===== config.mk =====
export PLATFORM = sky130hd
export DESIGN_NAME = proc
export DESIGN_NICKNAME = d
export VERILOG_FILES = /design/src/hdl/proc_pkg.sv /design/src/hdl/proc.sv /design/src/hdl/memory.sv /design/src/hdl/execute.sv /design/src/hdl/hazardCtl.sv /design/src/hdl/decode.sv /design/src/hdl/fetch.sv
export VERILOG_INCLUDE_DIRS = /design/src /design/src/include
export SDC_FILE = /design/constraint.sdc
export NUM_CORES = 2
export LEC_CHECK = 0
export ABC_AREA = 1
export BUFFER_PORTS_ARGS = -buffer_cell sky130_fd_sc_hd__buf_2
export CORE_UTILIZATION = 50
export CTS_BUF_LIST = sky130_fd_sc_hd__clkbuf_4 sky130_fd_sc_hd__clkbuf_8
export CTS_CLUSTER_SIZE = 14
export DETAILED_ROUTE_END_ITERATION = 10
export MAX_ROUTING_LAYER = met4
export PLACE_DENSITY = 0.72
export SYNTH_ARGS = -nofsm -noshare
export SYNTH_HDL_FRONTEND = slang
export SYNTH_SLANG_ARGS = --single-unit

===== constraint.sdc =====
create_clock -name clk -period 7.9 [get_ports clk]
set_clock_uncertainty 0.05 [all_clocks]
set_input_delay 0.79 -clock clk [delete_from_list [all_inputs] [get_ports clk]]
set_output_delay 0.79 -clock clk [all_outputs]
set_load 0.02 [all_outputs]

===== src/include/proc_cfg.svh =====
// Processor configuration
`ifndef PROC_CFG_SVH
`define PROC_CFG_SVH

// Data and instruction word width
`define PROC_DATA_W 16

`define PROC_IMEM_DEPTH 64
`define PROC_DMEM_DEPTH 64
`define PROC_NUM_REGS 8

`endif

===== src/hdl/proc_pkg.sv =====
// Processor shared types
`default_nettype none
`include "proc_cfg.svh"

package proc_pkg;

   localparam int DATA_W = `PROC_DATA_W;
   localparam int REG_W = $clog2(`PROC_NUM_REGS);

   typedef enum logic [4:0] {
      OP_HALT = 5'b00000,
      OP_NOP  = 5'b00001,
      OP_ADDI = 5'b01000,
      OP_BEQZ = 5'b01100,
      OP_ST   = 5'b10000,
      OP_LD   = 5'b10001,
      OP_LBI  = 5'b11000,
      OP_ALU  = 5'b11011
   } opcode_e;

   typedef enum logic [1:0] {
      FN_ADD = 2'b00,
      FN_SUB = 2'b01,
      FN_XOR = 2'b10,
      FN_AND = 2'b11
   } aluFn_e;

   typedef enum logic [1:0] {
      FWD_REG = 2'b00,
      FWD_MEM = 2'b01,
      FWD_WB  = 2'b10
   } fwdSel_e;

   typedef enum logic {
      LOAD_IMEM = 1'b0,
      LOAD_DMEM = 1'b1
   } loadTgt_e;

   // rd = rs op rt
   typedef struct packed {
      opcode_e          opcode;
      logic [REG_W-1:0] rs;
      logic [REG_W-1:0] rt;
      logic [REG_W-1:0] rd;
      aluFn_e           fn;
   } rType_t;

   // ST stores register rd; LBI and BEQZ use {rd, imm} as an 8-bit immediate on rs
   typedef struct packed {
      opcode_e          opcode;
      logic [REG_W-1:0] rs;
      logic [REG_W-1:0] rd;
      logic [4:0]       imm;
   } iType_t;

   typedef union packed {
      rType_t rType;
      iType_t iType;
   } instr_u;

   typedef struct packed {
      logic              valid;
      logic [DATA_W-1:0] pc;
      logic [DATA_W-1:0] pcInc;
      instr_u            instr;
   } ifId_t;

   typedef struct packed {
      logic              valid;
      logic [REG_W-1:0]  rs;
      logic [REG_W-1:0]  rt;
      logic [REG_W-1:0]  rd;
      logic [DATA_W-1:0] opA;
      logic [DATA_W-1:0] opB;
      logic [DATA_W-1:0] imm;
      aluFn_e            aluFn;
      logic              useImm;
      logic              memRead;
      logic              memWrite;
      logic              regWrite;
      logic              halt;
   } idEx_t;

   typedef struct packed {
      logic              valid;
      logic [REG_W-1:0]  rd;
      logic [DATA_W-1:0] aluOut;
      logic [DATA_W-1:0] storeData;
      logic              memRead;
      logic              memWrite;
      logic              regWrite;
      logic              halt;
   } exMem_t;

   typedef struct packed {
      logic              valid;
      logic [REG_W-1:0]  rd;
      logic [DATA_W-1:0] aluOut;
      logic [DATA_W-1:0] memData;
      logic              memToReg;
      logic              regWrite;
      logic              halt;
   } memWb_t;

   typedef struct packed {
      logic              strobe;
      loadTgt_e          target;
      logic [DATA_W-1:0] addr;
      logic [DATA_W-1:0] data;
   } loadCmd_t;

   typedef struct packed {
      logic              valid;
      logic [REG_W-1:0]  rd;
      logic [DATA_W-1:0] data;
   } wbObs_t;

   function automatic logic readsRs(instr_u ins);
      case (ins.rType.opcode)
         OP_ALU, OP_ADDI, OP_LD, OP_ST, OP_BEQZ: return 1'b1;
         default: return 1'b0;
      endcase
   endfunction

   function automatic logic readsRt(instr_u ins);
      return ins.rType.opcode inside {OP_ALU, OP_ST};
   endfunction

   // Second source register; the store data sits in the rd slot
   function automatic logic [REG_W-1:0] rtField(instr_u ins);
      return (ins.iType.opcode == OP_ST) ? ins.iType.rd : ins.rType.rt;
   endfunction

   function automatic logic [DATA_W-1:0] wbData(memWb_t m);
      return m.memToReg ? m.memData : m.aluOut;
   endfunction

   function automatic logic [DATA_W-1:0] pickOperand(fwdSel_e sel, logic [DATA_W-1:0] regVal,
                                                     logic [DATA_W-1:0] memVal,
                                                     logic [DATA_W-1:0] wbVal);
      case (sel)
         FWD_MEM: return memVal;
         FWD_WB:  return wbVal;
         default: return regVal;
      endcase
   endfunction

endpackage

`default_nettype wire


===== src/hdl/proc.sv =====
// Pipelined processor top
`timescale 1ns/1ps
`default_nettype none

module proc import proc_pkg::*; (
   input  logic     clk,
   input  logic     rstN,
   input  logic     start,
   input  loadCmd_t load,
   output logic     halted,
   output logic     err,
   output wbObs_t   wbObs
);

   ifId_t             ifId;
   idEx_t             idEx;
   exMem_t            exMem;
   memWb_t            memWb;
   logic              stall;
   logic              branchTaken;
   logic              wbHalt;
   logic              loadUseStall;
   logic [DATA_W-1:0] branchTarget;
   logic [DATA_W-1:0] wbVal;
   fwdSel_e           fwdA;
   fwdSel_e           fwdB;
   fwdSel_e           branchFwd;

   assign wbVal = wbData(memWb);
   assign wbHalt = memWb.valid && memWb.halt;

   fetch i_fetch (
      .clk          (clk),
      .rstN         (rstN),
      .start        (start),
      .load         (load),
      .stall        (stall),
      .branchTaken  (branchTaken),
      .branchTarget (branchTarget),
      .wbHalt       (wbHalt),
      .ifId         (ifId),
      .halted       (halted)
   );

   decode i_decode (
      .clk          (clk),
      .rstN         (rstN),
      .ifId         (ifId),
      .memWb        (memWb),
      .exFwdData    (exMem.aluOut),
      .branchFwd    (branchFwd),
      .stall        (stall),
      .idEx         (idEx),
      .branchTaken  (branchTaken),
      .branchTarget (branchTarget),
      .err          (err)
   );

   hazardCtl i_hazardCtl (
      .ifId      (ifId),
      .idEx      (idEx),
      .exMem     (exMem),
      .memWb     (memWb),
      .stall     (stall),
      .fwdA      (fwdA),
      .fwdB      (fwdB),
      .branchFwd (branchFwd)
   );

   execute i_execute (
      .clk        (clk),
      .rstN       (rstN),
      .idEx       (idEx),
      .fwdA       (fwdA),
      .fwdB       (fwdB),
      .memFwdData (exMem.aluOut),
      .wbFwdData  (wbVal),
      .exMem      (exMem)
   );

   memory i_memory (
      .clk   (clk),
      .rstN  (rstN),
      .exMem (exMem),
      .load  (load),
      .memWb (memWb)
   );

   assign wbObs.valid = memWb.valid && memWb.regWrite;
   assign wbObs.rd = memWb.rd;
   assign wbObs.data = wbVal;

   // The bubble behind a load-use stall must clear the hazard
   assign loadUseStall = stall && idEx.memRead;

   assert property (@(posedge clk) disable iff (!rstN) loadUseStall |=> !loadUseStall);

endmodule

`default_nettype wire


===== src/hdl/memory.sv =====
// Data memory stage
`timescale 1ns/1ps
`default_nettype none
`include "proc_cfg.svh"

module memory import proc_pkg::*; (
   input  logic     clk,
   input  logic     rstN,
   input  exMem_t   exMem,
   input  loadCmd_t load,
   output memWb_t   memWb
);

   localparam int DMEM_AW = $clog2(`PROC_DMEM_DEPTH);

   logic [DATA_W-1:0]  dmem [`PROC_DMEM_DEPTH];
   logic [DMEM_AW-1:0] addr;

   // Word addressed, wraps at the memory depth
   assign addr = exMem.aluOut[DMEM_AW-1:0];

   always_ff @(posedge clk) begin
      if (exMem.valid && exMem.memWrite) begin
         dmem[addr] <= exMem.storeData;
      end else if (load.strobe && load.target == LOAD_DMEM) begin
         dmem[load.addr[DMEM_AW-1:0]] <= load.data;
      end
   end

   always_ff @(posedge clk) begin
      if (!rstN) begin
         memWb.valid <= 1'b0;
      end else begin
         memWb.valid <= exMem.valid;
         memWb.rd <= exMem.rd;
         memWb.aluOut <= exMem.aluOut;
         memWb.memData <= dmem[addr];
         memWb.memToReg <= exMem.memRead;
         memWb.regWrite <= exMem.regWrite;
         memWb.halt <= exMem.halt;
      end
   end

endmodule

`default_nettype wire


===== src/hdl/execute.sv =====
// Execute stage
`timescale 1ns/1ps
`default_nettype none

module execute import proc_pkg::*; (
   input  logic              clk,
   input  logic              rstN,
   input  idEx_t             idEx,
   input  fwdSel_e           fwdA,
   input  fwdSel_e           fwdB,
   input  logic [DATA_W-1:0] memFwdData,
   input  logic [DATA_W-1:0] wbFwdData,
   output exMem_t            exMem
);

   logic [DATA_W-1:0] opA;
   logic [DATA_W-1:0] opB;
   logic [DATA_W-1:0] immBase;
   logic [DATA_W-1:0] result;

   assign opA = pickOperand(fwdA, idEx.opA, memFwdData, wbFwdData);
   assign opB = pickOperand(fwdB, idEx.opB, memFwdData, wbFwdData);

   // LBI carries a non-ADD function and adds to zero
   assign immBase = (idEx.aluFn == FN_ADD) ? opA : '0;

   always_comb begin
      if (idEx.useImm) begin
         result = immBase + idEx.imm;
      end else begin
         case (idEx.aluFn)
            FN_ADD:  result = opA + opB;
            FN_SUB:  result = opA - opB;
            FN_AND:  result = opA & opB;
            default: result = opA ^ opB;
         endcase
      end
   end

   always_ff @(posedge clk) begin
      if (!rstN) begin
         exMem.valid <= 1'b0;
      end else begin
         exMem.valid <= idEx.valid;
         exMem.rd <= idEx.rd;
         exMem.aluOut <= result;
         exMem.storeData <= opB;
         exMem.memRead <= idEx.memRead;
         exMem.memWrite <= idEx.memWrite;
         exMem.regWrite <= idEx.regWrite;
         exMem.halt <= idEx.halt;
      end
   end

endmodule

`default_nettype wire


===== src/hdl/hazardCtl.sv =====
// Pipeline hazard control
`timescale 1ns/1ps
`default_nettype none

module hazardCtl import proc_pkg::*; (
   input  ifId_t   ifId,
   input  idEx_t   idEx,
   input  exMem_t  exMem,
   input  memWb_t  memWb,
   output logic    stall,
   output fwdSel_e fwdA,
   output fwdSel_e fwdB,
   output fwdSel_e branchFwd
);

   instr_u           ins;
   logic [REG_W-1:0] srcA;
   logic [REG_W-1:0] srcB;
   logic             useA;
   logic             useB;
   logic             isBranch;
   logic             loadUse;
   logic             branchOnEx;
   logic             branchOnLoad;

   // Memory stage holds the newer value
   function automatic fwdSel_e fwdFor(logic [REG_W-1:0] src, exMem_t em, memWb_t mw);
      if (em.valid && em.regWrite && em.rd == src) begin
         return FWD_MEM;
      end else if (mw.valid && mw.regWrite && mw.rd == src) begin
         return FWD_WB;
      end
      return FWD_REG;
   endfunction

   assign ins = ifId.instr;
   assign srcA = ins.iType.rs;
   assign srcB = rtField(ins);
   assign useA = ifId.valid && readsRs(ins);
   assign useB = ifId.valid && readsRt(ins);
   assign isBranch = ifId.valid && (ins.rType.opcode == OP_BEQZ);

   assign loadUse = idEx.valid && idEx.memRead &&
                    ((useA && idEx.rd == srcA) || (useB && idEx.rd == srcB));

   // Branch operand is not ready yet
   assign branchOnEx = isBranch && idEx.valid && idEx.regWrite && idEx.rd == srcA;
   assign branchOnLoad = isBranch && exMem.valid && exMem.memRead && exMem.rd == srcA;

   assign stall = loadUse || branchOnEx || branchOnLoad;

   always_comb begin
      fwdA = fwdFor(idEx.rs, exMem, memWb);
      fwdB = fwdFor(idEx.rt, exMem, memWb);
      branchFwd = fwdFor(srcA, exMem, memWb);
   end

endmodule

`default_nettype wire


===== src/hdl/decode.sv =====
// Instruction decode stage
`timescale 1ns/1ps
`default_nettype none
`include "proc_cfg.svh"

module decode import proc_pkg::*; (
   input  logic              clk,
   input  logic              rstN,
   input  ifId_t             ifId,
   input  memWb_t            memWb,
   input  logic [DATA_W-1:0] exFwdData,
   input  fwdSel_e           branchFwd,
   input  logic              stall,
   output idEx_t             idEx,
   output logic              branchTaken,
   output logic [DATA_W-1:0] branchTarget,
   output logic              err
);

   instr_u            ins;
   logic [DATA_W-1:0] regs [`PROC_NUM_REGS];
   logic [DATA_W-1:0] wbVal;
   logic [DATA_W-1:0] rdA;
   logic [DATA_W-1:0] rdB;
   logic [DATA_W-1:0] brOperand;
   logic [DATA_W-1:0] imm;
   logic [DATA_W-1:0] imm8;
   logic [REG_W-1:0]  rsIdx;
   logic [REG_W-1:0]  rtIdx;
   logic [REG_W-1:0]  rdIdx;
   logic              wbEn;
   logic              legal;
   logic              isBranch;
   logic              regWrite;
   logic              useImm;
   logic              memRead;
   logic              memWrite;
   logic              halt;
   aluFn_e            fn;

   assign ins = ifId.instr;
   assign rsIdx = ins.iType.rs;
   assign rtIdx = rtField(ins);
   assign wbVal = wbData(memWb);
   assign wbEn = memWb.valid && memWb.regWrite;

   // Write-through so a same-cycle write is seen
   assign rdA = (wbEn && memWb.rd == rsIdx) ? wbVal : regs[rsIdx];
   assign rdB = (wbEn && memWb.rd == rtIdx) ? wbVal : regs[rtIdx];

   always_ff @(posedge clk) begin
      if (!rstN) begin
         regs <= '{default: '0};
      end else if (wbEn) begin
         regs[memWb.rd] <= wbVal;
      end
   end

   assign imm8 = {{(DATA_W-8){ins.iType.rd[REG_W-1]}}, ins.iType.rd, ins.iType.imm};

   always_comb begin
      legal = 1'b1;
      isBranch = 1'b0;
      regWrite = 1'b0;
      useImm = 1'b0;
      memRead = 1'b0;
      memWrite = 1'b0;
      halt = 1'b0;
      fn = FN_ADD;
      rdIdx = ins.iType.rd;
      imm = {{(DATA_W-5){ins.iType.imm[4]}}, ins.iType.imm};
      case (ins.rType.opcode)
         OP_ALU: begin
            regWrite = 1'b1;
            fn = ins.rType.fn;
            rdIdx = ins.rType.rd;
         end
         OP_ADDI: begin
            regWrite = 1'b1;
            useImm = 1'b1;
         end
         OP_LD: begin
            regWrite = 1'b1;
            useImm = 1'b1;
            memRead = 1'b1;
         end
         OP_ST: begin
            useImm = 1'b1;
            memWrite = 1'b1;
         end
         OP_LBI: begin
            // Any function other than ADD drops the base register
            regWrite = 1'b1;
            useImm = 1'b1;
            fn = FN_XOR;
            rdIdx = rsIdx;
            imm = imm8;
         end
         OP_BEQZ: isBranch = 1'b1;
         OP_HALT: halt = 1'b1;
         OP_NOP: ;
         default: legal = 1'b0;
      endcase
   end

   assign brOperand = pickOperand(branchFwd, rdA, exFwdData, wbVal);
   assign branchTaken = ifId.valid && isBranch && !stall && (brOperand == '0);
   assign branchTarget = ifId.pcInc + imm8;

   always_ff @(posedge clk) begin
      if (!rstN) begin
         err <= 1'b0;
      end else if (ifId.valid && !legal) begin
         err <= 1'b1;
      end
   end

   always_ff @(posedge clk) begin
      if (!rstN) begin
         idEx.valid <= 1'b0;
      end else begin
         idEx.valid <= ifId.valid && !stall && !branchTaken;
         idEx.rs <= rsIdx;
         idEx.rt <= rtIdx;
         idEx.rd <= rdIdx;
         idEx.opA <= rdA;
         idEx.opB <= rdB;
         idEx.imm <= imm;
         idEx.aluFn <= fn;
         idEx.useImm <= useImm;
         idEx.memRead <= memRead;
         idEx.memWrite <= memWrite;
         idEx.regWrite <= regWrite;
         idEx.halt <= halt;
      end
   end

   // Fetch squashes the slot behind a taken branch
   assert property (@(posedge clk) disable iff (!rstN)
      branchTaken |=> !ifId.valid);

endmodule

`default_nettype wire


===== src/hdl/fetch.sv =====
// Instruction fetch stage
`timescale 1ns/1ps
`default_nettype none
`include "proc_cfg.svh"

module fetch import proc_pkg::*; (
   input  logic              clk,
   input  logic              rstN,
   input  logic              start,
   input  loadCmd_t          load,
   input  logic              stall,
   input  logic              branchTaken,
   input  logic [DATA_W-1:0] branchTarget,
   input  logic              wbHalt,
   output ifId_t             ifId,
   output logic              halted
);

   localparam int IMEM_AW = $clog2(`PROC_IMEM_DEPTH);

   typedef enum logic [1:0] {
      ST_IDLE,
      ST_RUNNING,
      ST_HALTED
   } runState_e;

   runState_e         state;
   logic [DATA_W-1:0] imem [`PROC_IMEM_DEPTH];
   logic [DATA_W-1:0] pc;
   logic [DATA_W-1:0] pcInc;
   logic              haltSeen;
   logic              haltDecoded;

   assign pcInc = pc + 1'b1;
   assign haltDecoded = ifId.valid && (ifId.instr.rType.opcode == OP_HALT);
   assign halted = (state == ST_HALTED) || wbHalt;

   always_ff @(posedge clk) begin
      if (load.strobe && load.target == LOAD_IMEM) begin
         imem[load.addr[IMEM_AW-1:0]] <= load.data;
      end
   end

   always_ff @(posedge clk) begin
      if (!rstN) begin
         state <= ST_IDLE;
         pc <= '0;
         haltSeen <= 1'b0;
         ifId.valid <= 1'b0;
      end else begin
         case (state)
            ST_RUNNING: begin
               if (wbHalt) begin
                  state <= ST_HALTED;
                  ifId.valid <= 1'b0;
               end else if (!stall) begin
                  if (branchTaken) begin
                     // Drop the word behind the branch
                     pc <= branchTarget;
                     ifId.valid <= 1'b0;
                  end else if (haltDecoded) begin
                     haltSeen <= 1'b1;
                     ifId.valid <= 1'b0;
                  end else if (!haltSeen) begin
                     ifId.valid <= 1'b1;
                     ifId.pc <= pc;
                     ifId.pcInc <= pcInc;
                     ifId.instr <= imem[pc[IMEM_AW-1:0]];
                     pc <= pcInc;
                  end else begin
                     ifId.valid <= 1'b0;
                  end
               end
            end
            default: begin
               ifId.valid <= 1'b0;
               if (start) begin
                  state <= ST_RUNNING;
                  pc <= '0;
                  haltSeen <= 1'b0;
               end
            end
         endcase
      end
   end

   // Program image only changes while the core is stopped
   assert property (@(posedge clk) disable iff (!rstN)
      (load.strobe && load.target == LOAD_IMEM) |-> state != ST_RUNNING);

endmodule

`default_nettype wire


==> metrics.md <==
| Metric | Value |
|---|---|
| Count of cells resized by post-cts repair | `0` |
| Clock sink count | `~2300` |
| Final Max Slew Viols | `0` |
| Top-area cell type share of the netlist area | `0.680` |
| Total core area | `between 150000 and 200000 um2` |
| Final setup viols | `0` |
| Worst Hold Class | `primary input to register` |
| Final hold vios | `0` |
| Maximum buffer depth of the clock tree | `4` |
| Share of cells above drive strength 1 | `0.108` |
| CP endpoint kind | `register` |
| Crit path time final | `approximately 5.6 ns` |
| Worst-path clk slew | `0.06 ns` |
| Total CTS buffers | `389` |
| WL met2 | `126000 um` |
| Drt first pass iters | `10` |
| Maximum vdd ir drop | `0.157 mV` |
| Final ANT Viol Nets | `0` |
| HPWL after detailed placement | `156000 um` |
| Area delta synth->final | `10.7%` |
| Post-Syn Nets | `8366` |
| Drt wl/cell | `24.7 um` |
| Htree depth | `5` |
| Place WS | `2.44 ns` |
| Crit path kind | `register to register` |
| Total congestion overflow | `0` |
| Total I/O pin count | `59` |
| Synthesized area | `97300 um2` |
| Power density over the cells | `257 nW/um2` |
| Max Used Layer | `met4` |
| Number of synthesized flops with an enable pin | `2203` |
| # DRC | `0` |
| Port bufs | `48` |
| DRT iter0 DRCs | `9808` |
| FF-to-FF setup slack | `2.35 ns` |
| Worst setup margin | `about 2.3 ns` |
| Filler Cell Count | `between 15000 and 20000` |
| DR WL met3 | `~32000 um` |
| Static leakage | `between 30 and 40 nW` |
| Vias in the first global route | `between 60000 and 70000` |
| Fin util | `0.558` |
| Crit path DAT | `6.24 ns` |
| Latest clock arrival within the worst-skew pair | `1.11 ns` |
| Rel. slew slack | `0.110` |
| Die Area | `196000 um2` |
| GP Congestion | `0.941` |
| MaxCap Viol Count | `0` |
| Status | `finished, final reports clean` |
| Synth async-reset ratio | `0` |
| FF+latch count, synth | `2345` |
| Met1 WL | `106000 um` |
| Die height | `about 440 um` |
| Die width | `443 um` |
| Clk root buf | `clkbuf_8` |
| Unique masters post-synth | `55` |
| Critical Path RT | `8.59 ns` |
| Max Fclk | `180 MHz` |
| Vias | `68700` |
| Worst-path fanout max | `33` |
| Initial antenna violation count | `19` |
| Final Cycle Share | `0.703` |
| Yosys warnings | `0` |
| Dominant cells by area after synthesis | `edfxtp_1 (68%), o21ai_0 (7.8%), nor2_1 (6.2%)` |
| Vias per cell | `6.14` |
| Syn_area_per_cell | `11.8 um2` |
| Crit start category | `register` |
| NumNets Final | `between 8000 and 9000` |
| Top FF cell, synth | `edfxtp_1` |
| Largest net degree at the start of global routing | `204` |
| Synth Instances | `8273` |
| Total Wirelength | `~280000 um` |
| Rows | `161` |
| GRT Total Usage | `0.283` |
| Largest area contributor in the netlist | `edfxtp_1` |
| Initial core utilization | `0.504` |
| Sequential area share after synthesis | `0.709` |
| Global-route wire length before repair | `408000 um` |
| RSZ-0062 raised after global routing | `false` |
| CTS tree | `built` |
| Worst-Margin Slew | `about 1.3 ns` |
| TNS Setup | `0 ns` |
## per-layer routing
layer	track usage	vias up
li1	-	30500
met2	0.417	4369
met5	-	-
met3	0.0566	693
met4	0.131	0
met1	0.379	33100
## placed cells by master, fill, tap and decap left out, types with 31 or more instances in the layout
cell type,count
ha_1,53
o22ai_1,577
nor2_1,1597
a21oi_1,312
clkinv_1,108
buf_2,47
dfxtp_1,137
xor2_1,33
buf_4,231
inv_1,295
clkbuf_8,403
o21ai_0,1525
nand3_1,201
nand2_1,421
edfxtp_1,2203
clkbuf_4,113
o221ai_1,46
o32ai_1,31
clkinv_2,37
## synth_stat cells, types with 30 or more instances
cell type  count
edfxtp_1    2203
nor2_1      1598
o21ai_0     1525
o22ai_1      577
clkbuf_1     522
nand2_1      421
a21oi_1      312
inv_1        301
nand3_1      201
dfxtp_1      142
ha_1          53
o221ai_1      46
xor2_1        33
o32ai_1       31
nor3_1        30
## cell families (layout without fill, tap and decap cells)
| group | after synthesis | after routing | share of synthesized area |
|---|---|---|---|
| compound gates | 2591 | 2591 | 0.146 |
| flops | 2345 | 2345 | 0.709 |
| simple gates | 2322 | 2322 | 0.0951 |
| buf+inv | 900 | 1284 | 0.0364 |
| fa+ha+maj | 56 | 56 | 0.00743 |
| xor+xnor | 43 | 43 | 0.00387 |
| mux | 16 | 16 | 0.00185 |
| other cells | 0 | 11 | 0 |
## path summary, 6_finish.rpt
| path | startpoint | endpoint | cells past startpoint |
|---|---|---|---|
| max | i_execute.exMem[37]$_DFFE_PP_ | i_execute.exMem[32]$_DFFE_PP_ | 27 |
| min | load[7] | i_fetch.imem[51][7]$_DFFE_PP_ | 1 |
| max reg2reg | i_execute.exMem[37]$_DFFE_PP_ | i_execute.exMem[32]$_DFFE_PP_ | 27 |
| min reg2reg | i_decode.idEx[2]$_DFFE_PP_ | i_execute.exMem[2]$_DFFE_PP_ | 0 |
## metrics by stage
stage / instance area [um2] / hold slack, ns / power, W / cells
floorplan: 97300 / 0.350 / 0.0161 / 8273
global placement: 100000 / 0.351 / 0.0174 / 10500
detailed placement: 100000 / 0.362 / 0.0175 / 10500
CTS: 108000 / 0.0288 / 0.0276 / 11200
global route: 108000 / 0.0670 / 0.0285 / 11200
finish: 108000 / 0.130 / 0.0277 / 11200
## report_power, final
group          internal, W  switching [W]  leakage [nW]
Clock              0.00555        0.00478          3.88
Sequential          0.0138      0.0000949          21.1
Combinational     0.000820        0.00257          11.3
## state kept, by name (all words and copies together) (netlist names), 2 cells and up
register / count
i_fetch.imem: 1024
i_memory.dmem: 1024
i_decode.regs: 128
i_decode.idEx: 57
i_execute.exMem: 40
i_memory.memWb: 39
i_fetch.ifId: 23
i_fetch.pc: 6
i_fetch.state: 2
## cell type report
type,count,area (um2),share of cell area
multi-input cells,5028,24800,0.230
repair buffers,289,2170,0.0202
flip-flops and latches,2345,69000,0.640
diodes,11,27.5,0.000255
well taps,2526,3160,0.0293
clock inverters,164,980,0.00909
inverters,316,1220,0.0113
clock buffers,515,6380,0.0592
## timing repair
item	in CTS	in global routing
hold endpoints to repair	1	0
buffers inserted	0	0
hold buffers	1	0
endpoints found under the setup margin	0	0
## critical path: stages, from the launching register on
cell	delay (ns)
edfxtp_1	0.45
inv_1	0.11
nand2_1	0.06
nand2_1	0.07
nor2_1	0.04
nand2_1	0.78
inv_1	0.51
nand2_1	0.16
nand2_1	0.08
nor2_2	0.20
ha_1	0.26
or2_2	0.29
o21ai_0	0.14
inv_1	0.11
fa_1	0.44
nand3b_1	0.21
nand2_1	0.08
nand2_1	0.06
nand2_1	0.07
a21oi_1	0.13
o21ai_0	0.25
inv_1	0.09
nor2_1	0.09
nor2_1	0.07
o21ai_0	0.18
nand2_1	0.09
nand3_1	0.10
a21oi_1	0.09
No activity file was read; power rests on OpenSTA's default activity.
